<file path="config.mk">
export PLATFORM = sky130hd
export DESIGN_NAME = feature_write_port_flat
export DESIGN_NICKNAME = d
export VERILOG_FILES = /design/src/source/fsb_data_pkg.sv /design/src/source/fsb_ctrl_pkg.sv /design/src/source/fsb_ifaces.sv /design/src/source/feature_write_port.sv /design/src/flat_wrapper.sv
export VERILOG_INCLUDE_DIRS = /design/src /design/src/source
export SDC_FILE = /design/constraint.sdc
export NUM_CORES = 1
export LEC_CHECK = 0
export ABC_AREA = 1
export BUFFER_PORTS_ARGS = -buffer_cell sky130_fd_sc_hd__buf_2
export CORE_MARGIN = 4
export CORE_UTILIZATION = 33
export DETAILED_ROUTE_END_ITERATION = 6
export PLACE_DENSITY = 0.83
export SLEW_MARGIN = 10
export SYNTH_ARGS = -nofsm -noshare
export SYNTH_HDL_FRONTEND = slang
export SYNTH_SLANG_ARGS = --single-unit
</file>
<file path="constraint.sdc">
create_clock -name clk -period 1.1 [get_ports clk]
set_clock_uncertainty 0.1 [all_clocks]
set_input_delay 0.11 -clock clk [delete_from_list [all_inputs] [get_ports clk]]
set_output_delay 0.11 -clock clk [all_outputs]
set_load 0.05 [all_outputs]
</file>
<file path="src/source/fsb_defs.svh">
`ifndef FSB_DEFS_SVH
`define FSB_DEFS_SVH

// Word and address geometry of each bank.
`define FSB_DATA_W 16
`define FSB_ADDR_W 15
`define FSB_DEPTH 24200

// Window walk geometry.
`define FSB_LANES 3
`define FSB_CHANNELS 2
`define FSB_LANE_STRIDE 2
`define FSB_WINDOW_STRIDE 6
`define FSB_NUM_WINDOWS 1444

`endif

</file>
<file path="src/source/fsb_data_pkg.sv">
`include "fsb_defs.svh"

package fsb_data_pkg;

	// One feature word as held in either bank.
	typedef logic [`FSB_DATA_W-1:0] feature_t;

	// Word address within one bank.
	typedef logic [`FSB_ADDR_W-1:0] buf_addr_t;

endpackage

</file>
<file path="src/source/fsb_ctrl_pkg.sv">
package fsb_ctrl_pkg;

	typedef enum logic {
		WB_IDLE,
		WB_ACK
	} wb_state_t;

	typedef enum logic [1:0] {
		SEQ_IDLE,
		SEQ_RUN,
		SEQ_DRAIN
	} seq_state_t;

	// Encoding matches the eltwise select pin.
	typedef enum logic {
		SRC_POOL = 1'b0,
		SRC_ELTWISE = 1'b1
	} bank1_src_t;

endpackage

</file>
<file path="src/source/fsb_ifaces.sv">
`timescale 1ns/10ps

interface bank_write_if;
	import fsb_data_pkg::*;

	logic wen0;
	buf_addr_t waddr0;
	feature_t wdata0;
	logic wen1;
	buf_addr_t waddr1;
	feature_t wdata1;

	modport producer (
		output wen0,
		output waddr0,
		output wdata0,
		output wen1,
		output waddr1,
		output wdata1
	);

	modport buffer (
		input wen0,
		input waddr0,
		input wdata0,
		input wen1,
		input waddr1,
		input wdata1
	);
endinterface


</file>
<file path="src/source/feature_write_port.sv">
`timescale 1ns/10ps

module feature_write_port (
	input logic clk,
	input logic i_reset,
	input logic i_wb_cyc,
	input logic i_wb_stb,
	input logic i_wb_we,
	input fsb_data_pkg::buf_addr_t i_wb_adr,
	input fsb_data_pkg::feature_t i_wb_dat,
	output logic o_wb_ack,
	input logic i_wen1,
	input fsb_data_pkg::buf_addr_t i_waddr1,
	input fsb_data_pkg::feature_t i_pool,
	input fsb_data_pkg::feature_t i_eltwise,
	input logic i_eltwise_sel,
	bank_write_if.producer wr
);
	import fsb_data_pkg::*;
	import fsb_ctrl_pkg::*;

	wb_state_t wb_state;
	bank1_src_t src;
	feature_t src_data;
	logic wen1_q;
	buf_addr_t waddr1_q;
	feature_t wdata1_q;

	// Single cycle ack, then back to idle.
	always_ff @(posedge clk) begin
		if (i_reset) begin
			wb_state <= WB_IDLE;
		end else begin
			case (wb_state)
				WB_IDLE: begin
					if (i_wb_cyc && i_wb_stb) begin
						wb_state <= WB_ACK;
					end
				end
				default: begin
					wb_state <= WB_IDLE;
				end
			endcase
		end
	end

	assign o_wb_ack = (wb_state == WB_ACK);

	// Master holds address and data until ack.
	assign wr.wen0 = o_wb_ack && i_wb_cyc && i_wb_stb && i_wb_we;
	assign wr.waddr0 = i_wb_adr;
	assign wr.wdata0 = i_wb_dat;

	assign src = bank1_src_t'(i_eltwise_sel);

	always_comb begin
		case (src)
			SRC_ELTWISE: src_data = i_eltwise;
			default: src_data = i_pool;
		endcase
	end

	always_ff @(posedge clk) begin
		if (i_reset) begin
			wen1_q <= 1'b0;
		end else begin
			wen1_q <= i_wen1;
		end
	end

	always_ff @(posedge clk) begin
		waddr1_q <= i_waddr1;
		wdata1_q <= src_data;
	end

	assign wr.wen1 = wen1_q;
	assign wr.waddr1 = waddr1_q;
	assign wr.wdata1 = wdata1_q;
endmodule

</file>
<file path="src/flat_wrapper.sv">
// flat-port wrapper written by rule: the top's interface ports become plain ports
module feature_write_port_flat import fsb_data_pkg::*; import fsb_ctrl_pkg::*;
  (clk, i_reset, i_wb_cyc, i_wb_stb, i_wb_we, i_wb_adr, i_wb_dat, o_wb_ack, i_wen1, i_waddr1, i_pool, i_eltwise, i_eltwise_sel, wr_wen0, wr_waddr0, wr_wdata0, wr_wen1, wr_waddr1, wr_wdata1);
  bank_write_if wr_i ();
  input logic clk;
  input logic i_reset;
  input logic i_wb_cyc;
  input logic i_wb_stb;
  input logic i_wb_we;
  input fsb_data_pkg::buf_addr_t i_wb_adr;
  input fsb_data_pkg::feature_t i_wb_dat;
  output logic o_wb_ack;
  input logic i_wen1;
  input fsb_data_pkg::buf_addr_t i_waddr1;
  input fsb_data_pkg::feature_t i_pool;
  input fsb_data_pkg::feature_t i_eltwise;
  input logic i_eltwise_sel;
  output wire logic [$bits(wr_i.wen0)-1:0] wr_wen0;
  output wire logic [$bits(wr_i.waddr0)-1:0] wr_waddr0;
  output wire logic [$bits(wr_i.wdata0)-1:0] wr_wdata0;
  output wire logic [$bits(wr_i.wen1)-1:0] wr_wen1;
  output wire logic [$bits(wr_i.waddr1)-1:0] wr_waddr1;
  output wire logic [$bits(wr_i.wdata1)-1:0] wr_wdata1;
  assign wr_wen0 = wr_i.wen0;
  assign wr_waddr0 = wr_i.waddr0;
  assign wr_wdata0 = wr_i.wdata0;
  assign wr_wen1 = wr_i.wen1;
  assign wr_waddr1 = wr_i.waddr1;
  assign wr_wdata1 = wr_i.wdata1;
  feature_write_port u_core (.clk(clk), .i_reset(i_reset), .i_wb_cyc(i_wb_cyc), .i_wb_stb(i_wb_stb), .i_wb_we(i_wb_we), .i_wb_adr(i_wb_adr), .i_wb_dat(i_wb_dat), .o_wb_ack(o_wb_ack), .i_wen1(i_wen1), .i_waddr1(i_waddr1), .i_pool(i_pool), .i_eltwise(i_eltwise), .i_eltwise_sel(i_eltwise_sel), .wr(wr_i));
endmodule
</file>
==> results.json <==
{
  "status": "finished, violations left",
  "violations": "negative setup slack",
  "peakVddDrop_v": 0.000472,
  "syn_inst": 125,
  "synth_fa_ha_area_share_pct": 0,
  "synth_top_area_share_pct": 56.4,
  "die_y_um": 67.6,
  "setup_ws_ns": -0.0872,
  "rsz0062_at_grt": "true",
  "p_leak_uw": 0.00111,
  "final.setup.tns_ns": -0.156,
  "antennaDiodeCount": 0,
  "h-tree-depth": 2,
  "synth_compound_area_share_pct": 0,
  "reg2reg_from": "u_core.o_wb_ack",
  "cts_tree": "built",
  "crit_type": "flip-flop to primary output",
  "grt_pass1_vias": 1205,
  "fin_crit_sh_pct": 108,
  "synth.area.top_cells": "dfxtp_1, buf_4, nand2_1",
  "fmax_ghz": 0.842,
  "hold_class": "input port to flip-flop",
  "grt_pass1_wl_um": 5980,
  "cts_sinks": 33,
  "path_cells": "nand2_4 > nor2_4 > buf_8",
  "numCtsBuffers": 5,
  "finalSetupViolCount": 2,
  "post-route-util_pct": 63.8,
  "coreArea_um2": 3390,
  "slew_headroom_pct": 80.9,
  "r2r-end": "u_core.o_wb_ack",
  "rows": 21,
  "syn_to_final_growth_pct": 84.6,
  "die-width_um": 67.6,
  "syn_area_um2": 1170,
  "yosys_most_used_dff": "dfxtp_1",
  "wl_um": 4820,
  "nNetsFinal": 321,
  "worst_path_max_delay_cell": "dfxtp_4",
  "place_area_um2": 1410,
  "fill_cells": 241,
  "avgSynthCellArea_um2": 9.37,
  "synth_async_sr_flop_share_pct": 0,
  "hpwlAfterDp_um": 2540,
  "io_pins": 150,
  "overflow": 0,
  "design_area_um2": 2160,
  "reg2reg_slack_ns": 0.39,
  "grt_use_total_pct": 18.8,
  "post_drt_wl_per_cell_um": 17.0,
  "final_antenna_net_count": 0,
  "firstDrtPassIters": 4,
  "finalHoldViolCount": 0,
  "drv_slew": 0,
  "synth_fp_nets": 210,
  "cp_max_fo": 3,
  "worstHoldPathCells": 3,
  "yosysWarnings": 0,
  "antenna_found_initial": 0,
  "critPathMaxStageDelay_ns": 0.38,
  "yosysUniqueCellTypes": 9,
  "hp-start": "i_eltwise_sel",
  "final_cells": 283,
  "path_depth": 3,
  "total_power_uw": 2740,
  "worst_pin_slew_ns": 0.287,
  "synth_common_cells": "nand2_1, dfxtp_1, buf_4",
  "clk_pin_slew_ns": 0.10,
  "yosys.area_share.simple_pct": 18.4,
  "min_period_ns": 1.19,
  "ys_seq_area_share_pct": 56.4,
  "via_count": 1186,
  "max_cap_violations": 0,
  "worstPathArrival_ns": 0.98,
  "clock_latency_ns": 0.30,
  "drc": 0,
  "synth-edff-count": 0,
  "yosysMostFrequentCell": "nand2_1",
  "cellPowerDensity_nw_per_um2": 1270,
  "gp_congestion": 0.571,
  "startpoint": "u_core.o_wb_ack",
  "synth_top_cell_by_area": "dfxtp_1",
  "synth_xor_area_share_pct": 0,
  "synth_top_family_by_area": "buffers and inverters",
  "drtIter0Drc": 43,
  "dieArea_um2": 4570,
  "dp_cells": 225,
  "ff2ff_path_depth": 3,
  "synthMuxAreaShare_pct": 0,
  "critPathLaunchType": "flip-flop",
  "start_util_pct": 34.6,
  "viasPerCell": 4.19,
  "crit_family": "flip-flops",
  "crit_buf_inv": 1,
  "critPathRequiredTime_ns": 0.89,
  "end_kind": "primary output",
  "postCtsSetupRepairBufs": 0,
  "port_buffers": 87,
  "cts-root-buf": "clkbuf_4",
  "grt_max_degree": 17,
  "synth-seq-cells": 33,
  "hold_end": "u_core.wr.wdata1[13]",
  "cts.path.max_buffers": 2,
  "drive_gt1_share_pct": 48.1
}
power breakdown:
group / switching, uW / total [uW] / internal [uW] / leakage [uW]
combinational: 441 / 785 / 344 / 0.000796
sequential: 39.3 / 1320 / 1280 / 0.000279
clock: 397 / 638 / 241 / 0.0000310
cell usage in the layout (no fill, tap or decap), types with 2 or more instances in the layout:
cell type      Yosys  routed
buf_2              0      54
buf_4             31       9
buf_6              2      24
clkbuf_4           0       5
clkinv_2           0       2
dfxtp_1           33      23
dfxtp_2            0       9
dlygate4sd3_1      0      50
inv_1              3       3
nand2_1           46      45
nand2_2            5       5
nor2_1             3       2
registers in the layout, indices dropped and copies added (netlist names):
register and cells:
u_core.wr.wdata1 16, u_core.wr.waddr1 15, u_core.wr.wen1 1, u_core.o_wb_ack 1
routing by layer:
metal	vias to the layer above	track usage [%]	part of all wire (%)
li1	560	-	-
met1	524	14.6	31
met2	80	37.5	55
met3	22	7.32	9.6
met4	0	11.1	4.4
met5	-	0	0
area by class of cell:
class                           count  area [um2]  area share, %
Clock buffer                        5        37.5           1.74
Clock inverter                      3        17.5          0.810
Inverter                            4        20.0          0.926
Multi-Input combinational cell     54         230           10.6
Sequential cell                    33         676           31.3
Tap cell                           46        57.6           2.66
Timing Repair Buffer              138        1120           52.0
worst max-delay path by stage:
stage	slack, ns	endpoint
after detailed placement	0.14	wr_wen0
after global placement	0.15	wr_wen0
final	-0.09	wr_wen0
after global routing	-0.14	wr_wen0
after CTS	-0.1	wr_wen0
after floorplan	0.06	wr_wen0
stage by stage:
stage          hold slack (ns)  setup slack, ns
2_1_floorplan           0.0377           0.0614
3_3_place_gp             0.112            0.145
3_5_place_dp             0.114            0.137
4_1_cts                 0.0281          -0.0984
5_1_grt                 0.0518           -0.142
6_report                0.0694          -0.0872
kinds of logic after synthesis:
logic type    after synthesis
buf+inv                    38
flops                      33
simple gates               54
worst min-delay path, cell delays in order:
cell     delay (ns)
buf_2          0.20
nand2_1        0.09
nand2_1        0.05
repair_timing:
item | in CTS | in global routing
gates resized for setup | 36 | 34
pin swaps | 1 | 0
endpoints found under the setup margin | 34 | 26
endpoints found under the hold margin | 33 | 0
hold buffers | 50 | 0
(Power assumes the default switching activity.)
