--- config.mk ---
export PLATFORM = sky130hd
export DESIGN_NAME = window_read_sequencer_flat
export DESIGN_NICKNAME = d
export VERILOG_FILES = /design/src/source/fsb_data_pkg.sv /design/src/source/fsb_ctrl_pkg.sv /design/src/source/fsb_ifaces.sv /design/src/source/window_read_sequencer.sv /design/src/flat_wrapper.sv
export VERILOG_INCLUDE_DIRS = /design/src /design/src/source
export SDC_FILE = /design/constraint.sdc
export NUM_CORES = 1
export LEC_CHECK = 0
export BUFFER_PORTS_ARGS = -buffer_cell sky130_fd_sc_hd__buf_2
export CAP_MARGIN = 20
export CORE_ASPECT_RATIO = 1.1
export CORE_MARGIN = 3
export CORE_UTILIZATION = 55
export CTS_BUF_LIST = sky130_fd_sc_hd__clkbuf_4 sky130_fd_sc_hd__clkbuf_8
export DETAILED_ROUTE_END_ITERATION = 16
export GPL_ROUTABILITY_DRIVEN = 1
export PLACE_DENSITY = 0.79
export SYNTH_ARGS = -nofsm -noshare
export SYNTH_HDL_FRONTEND = slang
export SYNTH_SLANG_ARGS = --single-unit
--- constraint.sdc ---
create_clock -name clk -period 3.8 [get_ports clk]
set_clock_uncertainty 0.1 [all_clocks]
set_input_delay 0.76 -clock clk [delete_from_list [all_inputs] [get_ports clk]]
set_output_delay 0.76 -clock clk [all_outputs]
set_load 0.01 [all_outputs]
--- src/source/fsb_defs.svh ---
`ifndef FSB_DEFS_SVH
`define FSB_DEFS_SVH

// Word and address geometry of each bank.
`define FSB_DATA_W 16
`define FSB_ADDR_W 15
`define FSB_DEPTH 24200

// Window walk geometry.
`define FSB_LANES 3
`define FSB_CHANNELS 2
`define FSB_LANE_STRIDE 2
`define FSB_WINDOW_STRIDE 6
`define FSB_NUM_WINDOWS 1444

`endif

--- src/source/fsb_data_pkg.sv ---
`include "fsb_defs.svh"

package fsb_data_pkg;

	// One feature word as held in either bank.
	typedef logic [`FSB_DATA_W-1:0] feature_t;

	// Word address within one bank.
	typedef logic [`FSB_ADDR_W-1:0] buf_addr_t;

endpackage

--- src/source/fsb_ctrl_pkg.sv ---
package fsb_ctrl_pkg;

	typedef enum logic {
		WB_IDLE,
		WB_ACK
	} wb_state_t;

	typedef enum logic [1:0] {
		SEQ_IDLE,
		SEQ_RUN,
		SEQ_DRAIN
	} seq_state_t;

	// Encoding matches the eltwise select pin.
	typedef enum logic {
		SRC_POOL = 1'b0,
		SRC_ELTWISE = 1'b1
	} bank1_src_t;

endpackage

--- src/source/fsb_ifaces.sv ---


interface bank_read_if;
	import fsb_data_pkg::*;

	logic rd_en;
	buf_addr_t raddr;
	// Both banks answer the same address.
	feature_t rdata0;
	feature_t rdata1;

	modport consumer (
		output rd_en,
		output raddr,
		input rdata0,
		input rdata1
	);

	modport buffer (
		input rd_en,
		input raddr,
		output rdata0,
		output rdata1
	);
endinterface

--- src/source/window_read_sequencer.sv ---
`timescale 1ns/10ps
`include "fsb_defs.svh"

module window_read_sequencer #(
	parameter int NUM_WINDOWS = `FSB_NUM_WINDOWS
) (
	input logic clk,
	input logic i_reset,
	input logic i_start,
	bank_read_if.consumer rd,
	output logic o_valid,
	output logic o_done
);
	import fsb_data_pkg::*;
	import fsb_ctrl_pkg::*;

	localparam int LANE_W = (`FSB_LANES > 1) ? $clog2(`FSB_LANES) : 1;
	localparam int CHAN_W = (`FSB_CHANNELS > 1) ? $clog2(`FSB_CHANNELS) : 1;
	localparam int WIN_W = (NUM_WINDOWS > 1) ? $clog2(NUM_WINDOWS) : 1;
	// Base has already moved one per channel inside the window.
	localparam buf_addr_t WIN_STEP = buf_addr_t'(`FSB_WINDOW_STRIDE - `FSB_CHANNELS + 1);
	localparam buf_addr_t LANE_STEP = buf_addr_t'(`FSB_LANE_STRIDE);

	seq_state_t state;
	logic [LANE_W-1:0] lane;
	logic [CHAN_W-1:0] chan;
	logic [WIN_W-1:0] win;
	buf_addr_t base;
	buf_addr_t offset;
	logic run;
	logic lane_last;
	logic chan_last;
	logic win_last;
	logic walk_end;
	logic [2:0] vld_sr;
	logic [2:0] last_sr;

	assign run = (state == SEQ_RUN);
	assign lane_last = (lane == LANE_W'(`FSB_LANES - 1));
	assign chan_last = (chan == CHAN_W'(`FSB_CHANNELS - 1));
	assign win_last = (win == WIN_W'(NUM_WINDOWS - 1));
	assign walk_end = run && lane_last && chan_last && win_last;

	always_ff @(posedge clk) begin
		if (i_reset) begin
			state <= SEQ_IDLE;
			lane <= '0;
			chan <= '0;
			win <= '0;
			base <= '0;
			offset <= '0;
		end else begin
			case (state)
				SEQ_IDLE: begin
					if (i_start) begin
						state <= SEQ_RUN;
					end
				end
				SEQ_RUN: begin
					if (walk_end) begin
						state <= SEQ_DRAIN;
						lane <= '0;
						chan <= '0;
						win <= '0;
						base <= '0;
						offset <= '0;
					end else if (lane_last && chan_last) begin
						win <= win + 1'b1;
						chan <= '0;
						lane <= '0;
						base <= base + WIN_STEP;
						offset <= '0;
					end else if (lane_last) begin
						chan <= chan + 1'b1;
						lane <= '0;
						base <= base + buf_addr_t'(1);
						offset <= '0;
					end else begin
						lane <= lane + 1'b1;
						offset <= offset + LANE_STEP;
					end
				end
				SEQ_DRAIN: begin
					// Idle once the last word is out.
					if (last_sr[2]) begin
						state <= SEQ_IDLE;
					end
				end
				default: begin
					state <= SEQ_IDLE;
				end
			endcase
		end
	end

	assign rd.rd_en = run;
	assign rd.raddr = base + offset;

	// Flags follow the bank read latency.
	always_ff @(posedge clk) begin
		if (i_reset) begin
			vld_sr <= '0;
			last_sr <= '0;
		end else begin
			vld_sr <= {vld_sr[1:0], run};
			last_sr <= {last_sr[1:0], walk_end};
		end
	end

	assign o_valid = vld_sr[2];
	assign o_done = last_sr[2];
endmodule

--- src/flat_wrapper.sv ---
// flat-port wrapper written by rule: the top's interface ports become plain ports
module window_read_sequencer_flat import fsb_data_pkg::*; import fsb_ctrl_pkg::*;
#(
	parameter int NUM_WINDOWS = `FSB_NUM_WINDOWS
)
  (clk, i_reset, i_start, o_valid, o_done, rd_rd_en, rd_raddr, rd_rdata0, rd_rdata1);
  bank_read_if rd_i ();
  input logic clk;
  input logic i_reset;
  input logic i_start;
  output logic o_valid;
  output logic o_done;
  output wire logic [$bits(rd_i.rd_en)-1:0] rd_rd_en;
  output wire logic [$bits(rd_i.raddr)-1:0] rd_raddr;
  input wire logic [$bits(rd_i.rdata0)-1:0] rd_rdata0;
  input wire logic [$bits(rd_i.rdata1)-1:0] rd_rdata1;
  assign rd_rd_en = rd_i.rd_en;
  assign rd_raddr = rd_i.raddr;
  assign rd_i.rdata0 = rd_rdata0;
  assign rd_i.rdata1 = rd_rdata1;
  window_read_sequencer #(.NUM_WINDOWS(NUM_WINDOWS)) u_core (.clk(clk), .i_reset(i_reset), .i_start(i_start), .rd(rd_i), .o_valid(o_valid), .o_done(o_done));
endmodule
==> impl_metrics.py, run 1 <==
metrics = {
    "status": {
        "run_status": "complete, no violations",
    },
    "power": {
        "leakagePower_nw": 1.255,
        "power.combinational.fraction_pct": 3.3,
        "p_int_uw": 751.1,
        "power.total_uw": 959.8,
        "switching_share_pct": 21.74,
        "power.share.sequential_pct": 57.0,
        "worst_ir_drop_vdd_mv": 0.3028,
        "power_density_nw_per_um2": 322.0,
        "clkPwrFrac_pct": 39.7,
        "net-switching-power_uw": 208.7,
    },
    "timing": {
        "post-route-min-period_ns": 3.334,
        "tightestPinTransition_ns": 0.5847,
        "tns_ns": 0,
        "holdWs_ns": 0.3499,
        "hold_viol_final": 0,
        "setup_ws_ns": 0.4659,
        "final_max_slew_viol_count": 0,
        "rsz_0062_raised_after_global_routing": "no",
        "finalSetupViolCount": 0,
        "max_freq_ghz": 0.2999,
        "min_period_over_period_pct": 87.74,
        "max-slew-margin-rel_pct": 60.92,
    },
    "worst_setup_path": {
        "critical_path_arrival_ns": 2.47,
        "critPathKind": "reg -> out",
        "critical_path_required_ns": 2.94,
        "critPathSlowestCell": "dfxtp_1",
        "timing.critical_path.buf_inv": 1,
        "crit_family": "compound AO/OA/AOI/OAI gates",
        "setup.worst_path.start_class": "flip-flop",
        "critPathMaxStageDelay_ns": 0.46,
        "critical_path.endpoint_type": "output port",
        "path_cells": "ha_1 > a211oi_1 > o211ai_1 > a31oi_1 > o21ai_0 > xnor2_1 > buf_2",
        "cp_max_fo": 7,
    },
    "grt": {
        "track_usage_pct": 19.37,
        "globalRoute.totalOverflow": 0,
        "antenna_violations_before_repair": 0,
        "grt_start_max_net_pins": 25,
        "wire_length_of_the_first_global_routing_pass_um": 9177,
        "number_of_global_route_vias_before_repair": 2081,
        "groute.layer.met3.usage_pct": 3.755,
        "grtUsageMet1_pct": 24.55,
        "grtUsageMet2_pct": 33.18,
        "grt_most_used_layer": "met2",
    },
    "final_layout": {
        "diodes": 0,
        "fill_cells": 406,
        "drive_above_1_share_pct": 10.42,
        "area_growth_syn_to_layout_pct": 8.470,
        "design.final.nets": 387,
    },
    "synthesis": {
        "synth-seq-area-share_pct": 37.16,
        "ys_async_sr_fraction_pct": 0,
        "syn-mean-instance-area_um2": 8.668,
        "synth-seq-cells": 51,
        "count_of_flip_flops_with_a_built_in_enable_after_synthesis": 0,
        "ys_dominant_reg_cell": "dfxtp_1",
        "synth_nets": 369,
        "yosys_warnings": 0,
        "synth_cell_type_count": 44,
        "syn_area_um2": 2748,
        "synth_cells": 317,
    },
    "die": {
        "die_h_um": 80.13,
        "floorplan.rows": 26,
        "die_x_um": 73.39,
        "floorplan.initialDensity_pct": 57.85,
        "total_core_area_um2": 4750,
        "io-pin-count": 53,
        "floorplan.die_area_um2": 5881,
    },
    "clock_network": {
        "clkSlewWorstSetupHoldPaths_ns": 0.10,
        "tritoncts": "yes",
        "htreeDepth": 2,
        "hold_buffers": 0,
        "cts_post_setup_buffers_inserted": 0,
        "cts_sinks": 51,
        "cts.path.max_buffers": 2,
        "cts_made_buffers": 5,
        "cts.repair.resized": 0,
        "root_buffer": "clkbuf_8",
        "clk-insertion-delay-late_ns": 0.30,
    },
    "place": {
        "port_buffers": 20,
        "detailed_place_hpwl_um": 3841,
        "place_ws_ns": 0.8228,
        "gpl.final_weighted_congestion": 0.8850,
    },
    "routing": {
        "post_drt_wl_per_cell_um": 12.92,
        "drt_pre_antenna_iters": 4,
        "overall_via_count_from_detail_route": 2201,
        "drt-total-wl_um": 5064,
        "starting_drt_drc_count": 85,
        "post_detailed_route_count_of_antenna_violating_nets": 0,
        "via_per_inst": 5.615,
        "detail_route.drc_violations": 0,
    },
    "job": {
        "cap_viol_max_count": 0,
    },
    "min_path": {
        "hp-class": "reg -> reg",
    },
}
per-stage QoR:
stage          area (um2)  instances  utilization (%)
2_1_floorplan        2748        317                -
3_3_place_gp         2864        384            60.30
3_5_place_dp         2864        384            60.30
4_1_cts              2980        392            62.75
5_1_grt              2980        392            62.75
6_report             2980        392            62.75
final timing paths:
check / start / to / slack, ns / cells after the start
worst max-delay path: u_core.offset[2] / rd_raddr[14] / 0.47 / 7
worst max register to register: u_core.lane[1] / u_core.base[9] / 1.56 / 8
worst min register to register: u_core.last_sr[0] / u_core.last_sr[1] / 0.35 / 1
worst min-delay path: u_core.last_sr[0] / u_core.last_sr[1] / 0.35 / 1
worst register-to-register path: stages, from the launching register on:
cell     delay, ns
dfxtp_1       0.41
nor2b_1       0.31
and2_1        0.18
ha_1          0.17
a31oi_1       0.11
nor3_1        0.44
and3_1        0.25
xnor2_1       0.12
nor2_1        0.05
area by class of cell:
cell class	instances	area (um2)	area share (%)
inverters	3	11.26	0.3778
multi-input cells	254	1662	55.75
clock buffers	5	68.82	2.309
clock inverters	3	47.55	1.595
well taps	56	70.07	2.351
repair buffers	20	100.1	3.359
flip-flops and latches	51	1021	34.26
power by group through the flow:
stage                     logic, mW  clock network, mW  registers, mW
after floorplan              0.0275                  0          0.557
after global placement       0.0316                  0          0.559
after detailed placement     0.0326                  0          0.559
after CTS                    0.0327              0.392          0.547
after global routing         0.0373              0.412          0.548
final                        0.0321              0.381          0.547
state kept, by name (all words and copies together), names as in the netlist:
signal	cells
u_core.state	2
u_core.offset	14
u_core.lane	2
u_core.last_sr	3
u_core.base	15
u_core.chan	1
u_core.vld_sr	3
u_core.win	11
routing by layer:
layer	vias to the layer above	share of wire (%)
met5	-	0
met4	0	1.2
met3	5	2.6
met2	28	48
met1	1016	48
li1	1152	-
cells in the mapped netlist, drive strengths merged, types with 7 or more instances:
library cell / n / share of area (%)
a21oi: 16 / 3.1
and3: 7 / 1.6
dfxtp: 51 / 37
ha: 17 / 7.7
nand2: 23 / 3.2
nand3: 9 / 1.6
nand4: 14 / 3.2
nor2: 55 / 7.5
nor2b: 7 / 1.6
nor3: 7 / 1.3
o21ai: 8 / 1.5
xnor2: 20 / 6.4
xor2: 27 / 8.6
logic make-up after synthesis:
group	synth area share [%]
and+or+nand+nor	27.55
DFF	37.16
xor gates and xnor gates	14.98
AOI/OAI and AO/OA	10.20
adders and majority gates	7.741
buffers and inverters	2.368
layout by cell type (no fill, tap or decap), drive strengths merged, types with 2 or more instances in the layout:
master | synthesis | layout
o21ai | 8 | 8
and2 | 3 | 3
and3 | 7 | 7
nand3b | 2 | 2
a21o | 5 | 5
nor3 | 7 | 7
or3 | 2 | 2
nand2b | 3 | 3
o211ai | 3 | 3
dfxtp | 51 | 51
xor2 | 27 | 27
nand2 | 23 | 23
xnor2 | 20 | 20
nor2b | 7 | 7
nand3 | 9 | 9
a31oi | 3 | 3
and4 | 4 | 4
a211oi | 4 | 4
o31ai | 2 | 2
inv | 3 | 4
ha | 17 | 17
nor2 | 55 | 55
buf | 4 | 20
a21oi | 16 | 16
nand4 | 14 | 14
nor4 | 2 | 2
clkbuf | 5 | 5
(Power assumes the default switching activity.)
==> run 2, diff against run 1 <==
--- a/config.mk
+++ b/config.mk
@@ -10,11 +10,12 @@
 export CAP_MARGIN = 20
 export CORE_ASPECT_RATIO = 1.1
 export CORE_MARGIN = 3
-export CORE_UTILIZATION = 55
+export CORE_UTILIZATION = 45
 export CTS_BUF_LIST = sky130_fd_sc_hd__clkbuf_4 sky130_fd_sc_hd__clkbuf_8
 export DETAILED_ROUTE_END_ITERATION = 16
 export GPL_ROUTABILITY_DRIVEN = 1
-export PLACE_DENSITY = 0.79
+export GPL_TIMING_DRIVEN = 0
+export PLACE_DENSITY = 0.67
 export SYNTH_ARGS = -nofsm -noshare
 export SYNTH_HDL_FRONTEND = slang
 export SYNTH_SLANG_ARGS = --single-unit
==> run 2 against run 1 <==
  * First-iteration DRC count increased by 2.4%
  * Clock power fell by 17%
  * Core utilization is 11 points lower
  * Global-route usage decreased by 2.5 points
  * Via count rose by 0.18%
  * Sequential share of layout area shrank 0.58 points
  * Setup slack worse by 0.055 ns
  * Critical path type unchanged
  * Largest cell class unchanged
==> impl_metrics.py, run 2 (same netlist as run 1, synthesis figures left out) <==
metrics = {
    "final_layout": {
        "fin_area_um2": 3032,
        "diodes": 0,
        "final_core_util_pct": 51.90,
        "flip_flop_count_of_the_largest_register_all_copies_and_words_added": 15,
        "layout.cells.most_common_list": "nor2_1 (55), dfxtp_1 (51), xor2_1 (27), nand2_1 (22)",
        "design.final.nets": 395,
        "mostFrequentLayoutCell": "nor2_1",
        "fill_cells": 577,
        "area_growth_syn_to_layout_pct": 10.34,
        "max_flop_register": "u_core.base",
        "layout_top_registers": "u_core.base x15, u_core.offset x14, u_core.win x11",
        "drive_above_1_share_pct": 11.05,
        "number_of_standard_cells_in_the_final_layout_excluding_fillers": 421,
    },
    "worst_setup_path": {
        "reg2regPathDepth": 8,
        "critPathSlowestCell": "dfxtp_1",
        "critical_path_arrival_ns": 2.53,
        "critical_path.endpoint_type": "output port",
        "critPathKind": "reg -> out",
        "setup.worst_path.start_class": "flip-flop",
        "timing.rr.end": "u_core.base[9]",
        "crit_family": "compound AO/OA/AOI/OAI gates",
        "reg2reg_setup_slack_ns": 1.57,
        "cp_max_fo": 7,
        "startpoint_of_the_worst_slack_reg_to_reg_timing_path": "u_core.lane[1]",
        "path_cells": "ha_1 > a211oi_1 > o211ai_1 > a31oi_1 > o21ai_0 > xnor2_1 > buf_2",
        "critical_path_required_ns": 2.94,
        "timing.critical_path.buf_inv": 1,
        "critPathMaxStageDelay_ns": 0.46,
    },
    "routing": {
        "overall_via_count_from_detail_route": 2205,
        "drt_pre_antenna_iters": 4,
        "starting_drt_drc_count": 87,
        "drt-total-wl_um": 5239,
        "post_drt_wl_per_cell_um": 12.44,
        "detail_route.drc_violations": 0,
        "post_detailed_route_count_of_antenna_violating_nets": 0,
        "via_per_inst": 5.238,
    },
    "timing": {
        "tightestPinTransition_ns": 0.5513,
        "min_period_over_period_pct": 89.19,
        "finalSetupViolCount": 0,
        "post-route-min-period_ns": 3.389,
        "final_max_slew_viol_count": 0,
        "max_freq_ghz": 0.2951,
        "tns_ns": 0,
        "max-slew-margin-rel_pct": 63.16,
        "hold_viol_final": 0,
        "rsz_0062_raised_after_global_routing": "no",
    },
    "clock_network": {
        "tritoncts": "yes",
        "clk-insertion-delay-late_ns": 0.30,
        "cts_made_buffers": 5,
        "root_buffer": "clkbuf_8",
        "cts.repair.resized": 0,
        "clkSlewWorstSetupHoldPaths_ns": 0.10,
        "hold_buffers": 0,
        "htreeDepth": 2,
        "cts_sinks": 51,
        "cts_post_setup_buffers_inserted": 0,
        "cts.path.max_buffers": 2,
    },
    "grt": {
        "antenna_violations_before_repair": 0,
        "track_usage_pct": 16.84,
        "wire_length_of_the_first_global_routing_pass_um": 9501,
        "globalRoute.totalOverflow": 0,
        "grt_start_max_net_pins": 18,
        "number_of_global_route_vias_before_repair": 2010,
    },
    "place": {
        "detailed_place_hpwl_um": 4037,
        "placed_area_um2": 2939,
        "dpl.cell_count": 413,
        "gpl.final_weighted_congestion": 0.7806,
        "port_buffers": 19,
    },
    "min_path": {
        "holdPathEnd": "u_core.vld_sr[1]",
        "hold_path.startpoint": "u_core.vld_sr[0]",
        "hold_depth": 1,
        "hp-class": "reg -> reg",
    },
    "die": {
        "floorplan.rows": 29,
        "floorplan.die_area_um2": 7081,
        "total_core_area_um2": 5842,
        "floorplan.initialDensity_pct": 47.03,
        "die_h_um": 87.96,
        "die_x_um": 80.51,
        "io-pin-count": 53,
    },
    "power": {
        "leakagePower_nw": 1.259,
        "worst_ir_drop_vdd_mv": 0.2526,
        "power_density_nw_per_um2": 296.4,
    },
    "status": {
        "run_status": "complete, no violations",
    },
    "job": {
        "cap_viol_max_count": 0,
    },
}
-- run 2: changes by cell type in the layout (fill, tap and decap cells not counted), sizes merged --
cell / change
bufinv: -1
clkinvlp: +2
clkbuf: +5
buf: +3
clkinv: -1
-- run 2: per-stage QoR --
| stage | hold WS [ns] | power (mW) | setup slack, ns |
|---|---|---|---|
| final | 0.3471 | 0.8987 | 0.4108 |
| after detailed placement | 0.3274 | 0.5963 | 0.7466 |
| after global placement | 0.3252 | 0.5952 | 0.7970 |
| after global routing | 0.3677 | 0.9335 | 0.1725 |
| after CTS | 0.3514 | 0.9113 | 0.3920 |
| after floorplan | 0.3138 | 0.5850 | 1.120 |
-- run 2: per-layer routing --
metal / share of wire, % / vias to the layer above / wire length [um] / global-route usage [%]
met2: 47 / 21 / 2451 / 27.33
met1: 50 / 1016 / 2595 / 22.82
li1: - / 1162 / - / -
met4: 1.2 / 0 / 65 / 5.069
met5: 0 / - / 0 / 0
met3: 2.4 / 6 / 127 / 3.086
-- run 2: layout make-up --
type                       instances  area [um2]  area share (%)
tap                               77       96.34           3.178
multi-input combinational        254        1662           54.81
sequential                        51        1021           33.68
timing repair buffer              19       95.09           3.137
clock buffer                       5       68.82           2.270
buffer                             9       53.80           1.775
inverter                           3       11.26          0.3714
clock inverter                     3       23.77          0.7842
-- run 2: report_power, final --
group | switching, mW | leakage (nW) | total [mW] | internal (mW)
registers | 0.00736 | 0.412 | 0.547 | 0.540
logic | 0.0213 | 0.806 | 0.0360 | 0.0147
clock network | 0.184 | 0.0408 | 0.316 | 0.132
total | 0.212 | 1.26 | 0.899 | 0.686
-- run 2: worst max-delay path by stage --
stage                      from      endpoint  slack [ns]  cells past startpoint
6_report       u_core.offset[2]  rd_raddr[14]        0.41                      7
5_1_grt        u_core.offset[2]  rd_raddr[14]        0.17                      7
4_1_cts        u_core.offset[2]  rd_raddr[14]        0.39                      7
3_5_place_dp   u_core.offset[2]  rd_raddr[14]        0.75                      7
3_3_place_gp   u_core.offset[2]  rd_raddr[14]        0.80                      7
2_1_floorplan  u_core.offset[2]  rd_raddr[12]        1.12                      6
==> run 3, diff against run 2 <==
--- a/config.mk
+++ b/config.mk
@@ -16,6 +16,7 @@
 export GPL_ROUTABILITY_DRIVEN = 1
 export GPL_TIMING_DRIVEN = 0
 export PLACE_DENSITY = 0.67
+export RECOVER_POWER = 25
 export SYNTH_ARGS = -nofsm -noshare
 export SYNTH_HDL_FRONTEND = slang
 export SYNTH_SLANG_ARGS = --single-unit
==> run 3 against run 2 <==
  * Die area stayed put
  * Cell area is 0.70% lower
  * Fmax is 0.21% higher
  * Cell count stayed put
  * Core utilization is 0.36 points lower
  * Register-to-register slack hardly changed
  * Non-clock buffer count stayed put
  * First-iteration DRC count is 25% lower
  * Count of clock-buffer cells in the layout stayed put
  * Total power hardly changed
  * Sequential cell count stayed put
  * Combinational power hardly changed
==> impl_metrics.py, run 3 (same netlist as run 1, synthesis figures left out) <==
metrics = {
    "grt": {
        "wire_length_of_the_first_global_routing_pass_um": 9501,
        "track_usage_pct": 16.84,
        "grt_start_max_net_pins": 18,
        "number_of_global_route_vias_before_repair": 2010,
        "antenna_violations_before_repair": 0,
        "globalRoute.totalOverflow": 0,
    },
    "clock_network": {
        "hold_buffers": 0,
        "cts_post_setup_buffers_inserted": 0,
        "cts.path.max_buffers": 2,
        "cts_made_buffers": 5,
        "clkSlewWorstSetupHoldPaths_ns": 0.10,
        "root_buffer": "clkbuf_8",
        "htreeDepth": 2,
        "cts_sinks": 51,
        "cts.repair.resized": 0,
        "clk-insertion-delay-late_ns": 0.30,
        "tritoncts": "yes",
    },
    "timing": {
        "hold_viol_final": 0,
        "min_period_over_period_pct": 89.01,
        "finalSetupViolCount": 0,
        "max_freq_ghz": 0.2957,
        "tns_ns": 0,
        "holdWs_ns": 0.3471,
        "max-slew-margin-rel_pct": 63.16,
        "final_max_slew_viol_count": 0,
        "post-route-min-period_ns": 3.382,
        "tightestPinTransition_ns": 0.5513,
        "rsz_0062_raised_after_global_routing": "no",
        "setup_ws_ns": 0.4178,
    },
    "worst_setup_path": {
        "cp_max_fo": 7,
        "critPathMaxStageDelay_ns": 0.46,
        "critical_path.endpoint_type": "output port",
        "critPathSlowestCell": "dfxtp_1",
        "critical_path_arrival_ns": 2.52,
        "critPathKind": "reg -> out",
        "critical_path_required_ns": 2.94,
        "setup.worst_path.start_class": "flip-flop",
        "path_cells": "ha_1 > a211oi_1 > o211ai_1 > a31oi_1 > o21ai_0 > xnor2_1 > buf_2",
    },
    "final_layout": {
        "area_growth_syn_to_layout_pct": 9.563,
        "number_of_standard_cells_in_the_final_layout_excluding_fillers": 421,
        "fin_area_um2": 3010,
        "fill_cells": 580,
        "design.final.nets": 395,
        "drive_above_1_share_pct": 9.884,
        "layout.area.seq_um2": 1021,
        "layout_top_registers": "u_core.base x15, u_core.offset x14, u_core.win x11",
        "flip_flop_count_of_the_largest_register_all_copies_and_words_added": 15,
        "diodes": 0,
        "multiInputGateArea_um2": 1643,
        "max_flop_register": "u_core.base",
        "layout.cells.most_common_list": "nor2_1 (55), dfxtp_1 (51), xor2_1 (27), nand2_1 (22), xnor2_1 (20)",
        "mostFrequentLayoutCell": "nor2_1",
        "final_core_util_pct": 51.53,
    },
    "place": {
        "place_ws_ns": 0.7466,
        "gpl.final_weighted_congestion": 0.7806,
        "port_buffers": 19,
        "detailed_place_hpwl_um": 4037,
        "dpl.cell_count": 413,
        "placed_area_um2": 2939,
    },
    "power": {
        "power.total_uw": 898.9,
        "power_density_nw_per_um2": 298.6,
        "leakagePower_nw": 1.246,
        "worst_ir_drop_vdd_mv": 0.2524,
    },
    "routing": {
        "overall_via_count_from_detail_route": 2198,
        "post_detailed_route_count_of_antenna_violating_nets": 0,
        "post_drt_wl_per_cell_um": 12.45,
        "detail_route.drc_violations": 0,
        "drt-total-wl_um": 5240,
        "drt_pre_antenna_iters": 4,
        "via_per_inst": 5.221,
        "starting_drt_drc_count": 65,
    },
    "die": {
        "floorplan.rows": 29,
        "die_x_um": 80.51,
        "die_h_um": 87.96,
        "floorplan.initialDensity_pct": 47.03,
        "total_core_area_um2": 5842,
        "io-pin-count": 53,
        "floorplan.die_area_um2": 7081,
    },
    "min_path": {
        "hp-class": "reg -> reg",
    },
    "status": {
        "run_status": "complete, no violations",
    },
    "job": {
        "cap_viol_max_count": 0,
    },
}
-- run 3: area by class of cell --
cell class              instances  area share (%)
plain buffers                   9           1.787
clock buffers                   5           2.286
clock inverters                 3          0.7897
inverters                       3          0.3741
multi-input cells             254           54.57
flip-flops and latches         51           33.92
well taps                      77           3.200
repair buffers                 19           3.076
-- run 3: metal layers --
layer | wire (um) | global-route usage [%] | vias to the layer above
li1 | - | - | 1161
met2 | 2443 | 27.33 | 21
met5 | 0 | 0 | -
met4 | 65 | 5.069 | 0
met1 | 2604 | 22.82 | 1010
met3 | 126 | 3.086 | 6
-- run 3: critical path, delay by kind of cell, from the launching register on --
family | cells | cell delay [ns]
xor gates and xnor gates | 1 | 0.16
adders and majority gates | 1 | 0.31
DFF | 1 | 0.46
buffers and inverters | 1 | 0.15
AOI/OAI and AO/OA | 4 | 1.14
-- run 3: path summary, 6_finish.rpt --
path	start	to	slack, ns	cells past startpoint
worst max register to register	u_core.lane[1]	u_core.base[9]	1.57	8
worst min-delay path	u_core.vld_sr[0]	u_core.vld_sr[1]	0.35	1
worst min register to register	u_core.vld_sr[0]	u_core.vld_sr[1]	0.35	1
worst max-delay path	u_core.offset[2]	rd_raddr[14]	0.42	7
-- run 3: power breakdown --
part / total [mW] / internal (mW) / switching [mW]
clock network: 0.316 / 0.132 / 0.184
registers: 0.547 / 0.540 / 0.00733
logic: 0.0360 / 0.0147 / 0.0213
total: 0.899 / 0.686 / 0.213
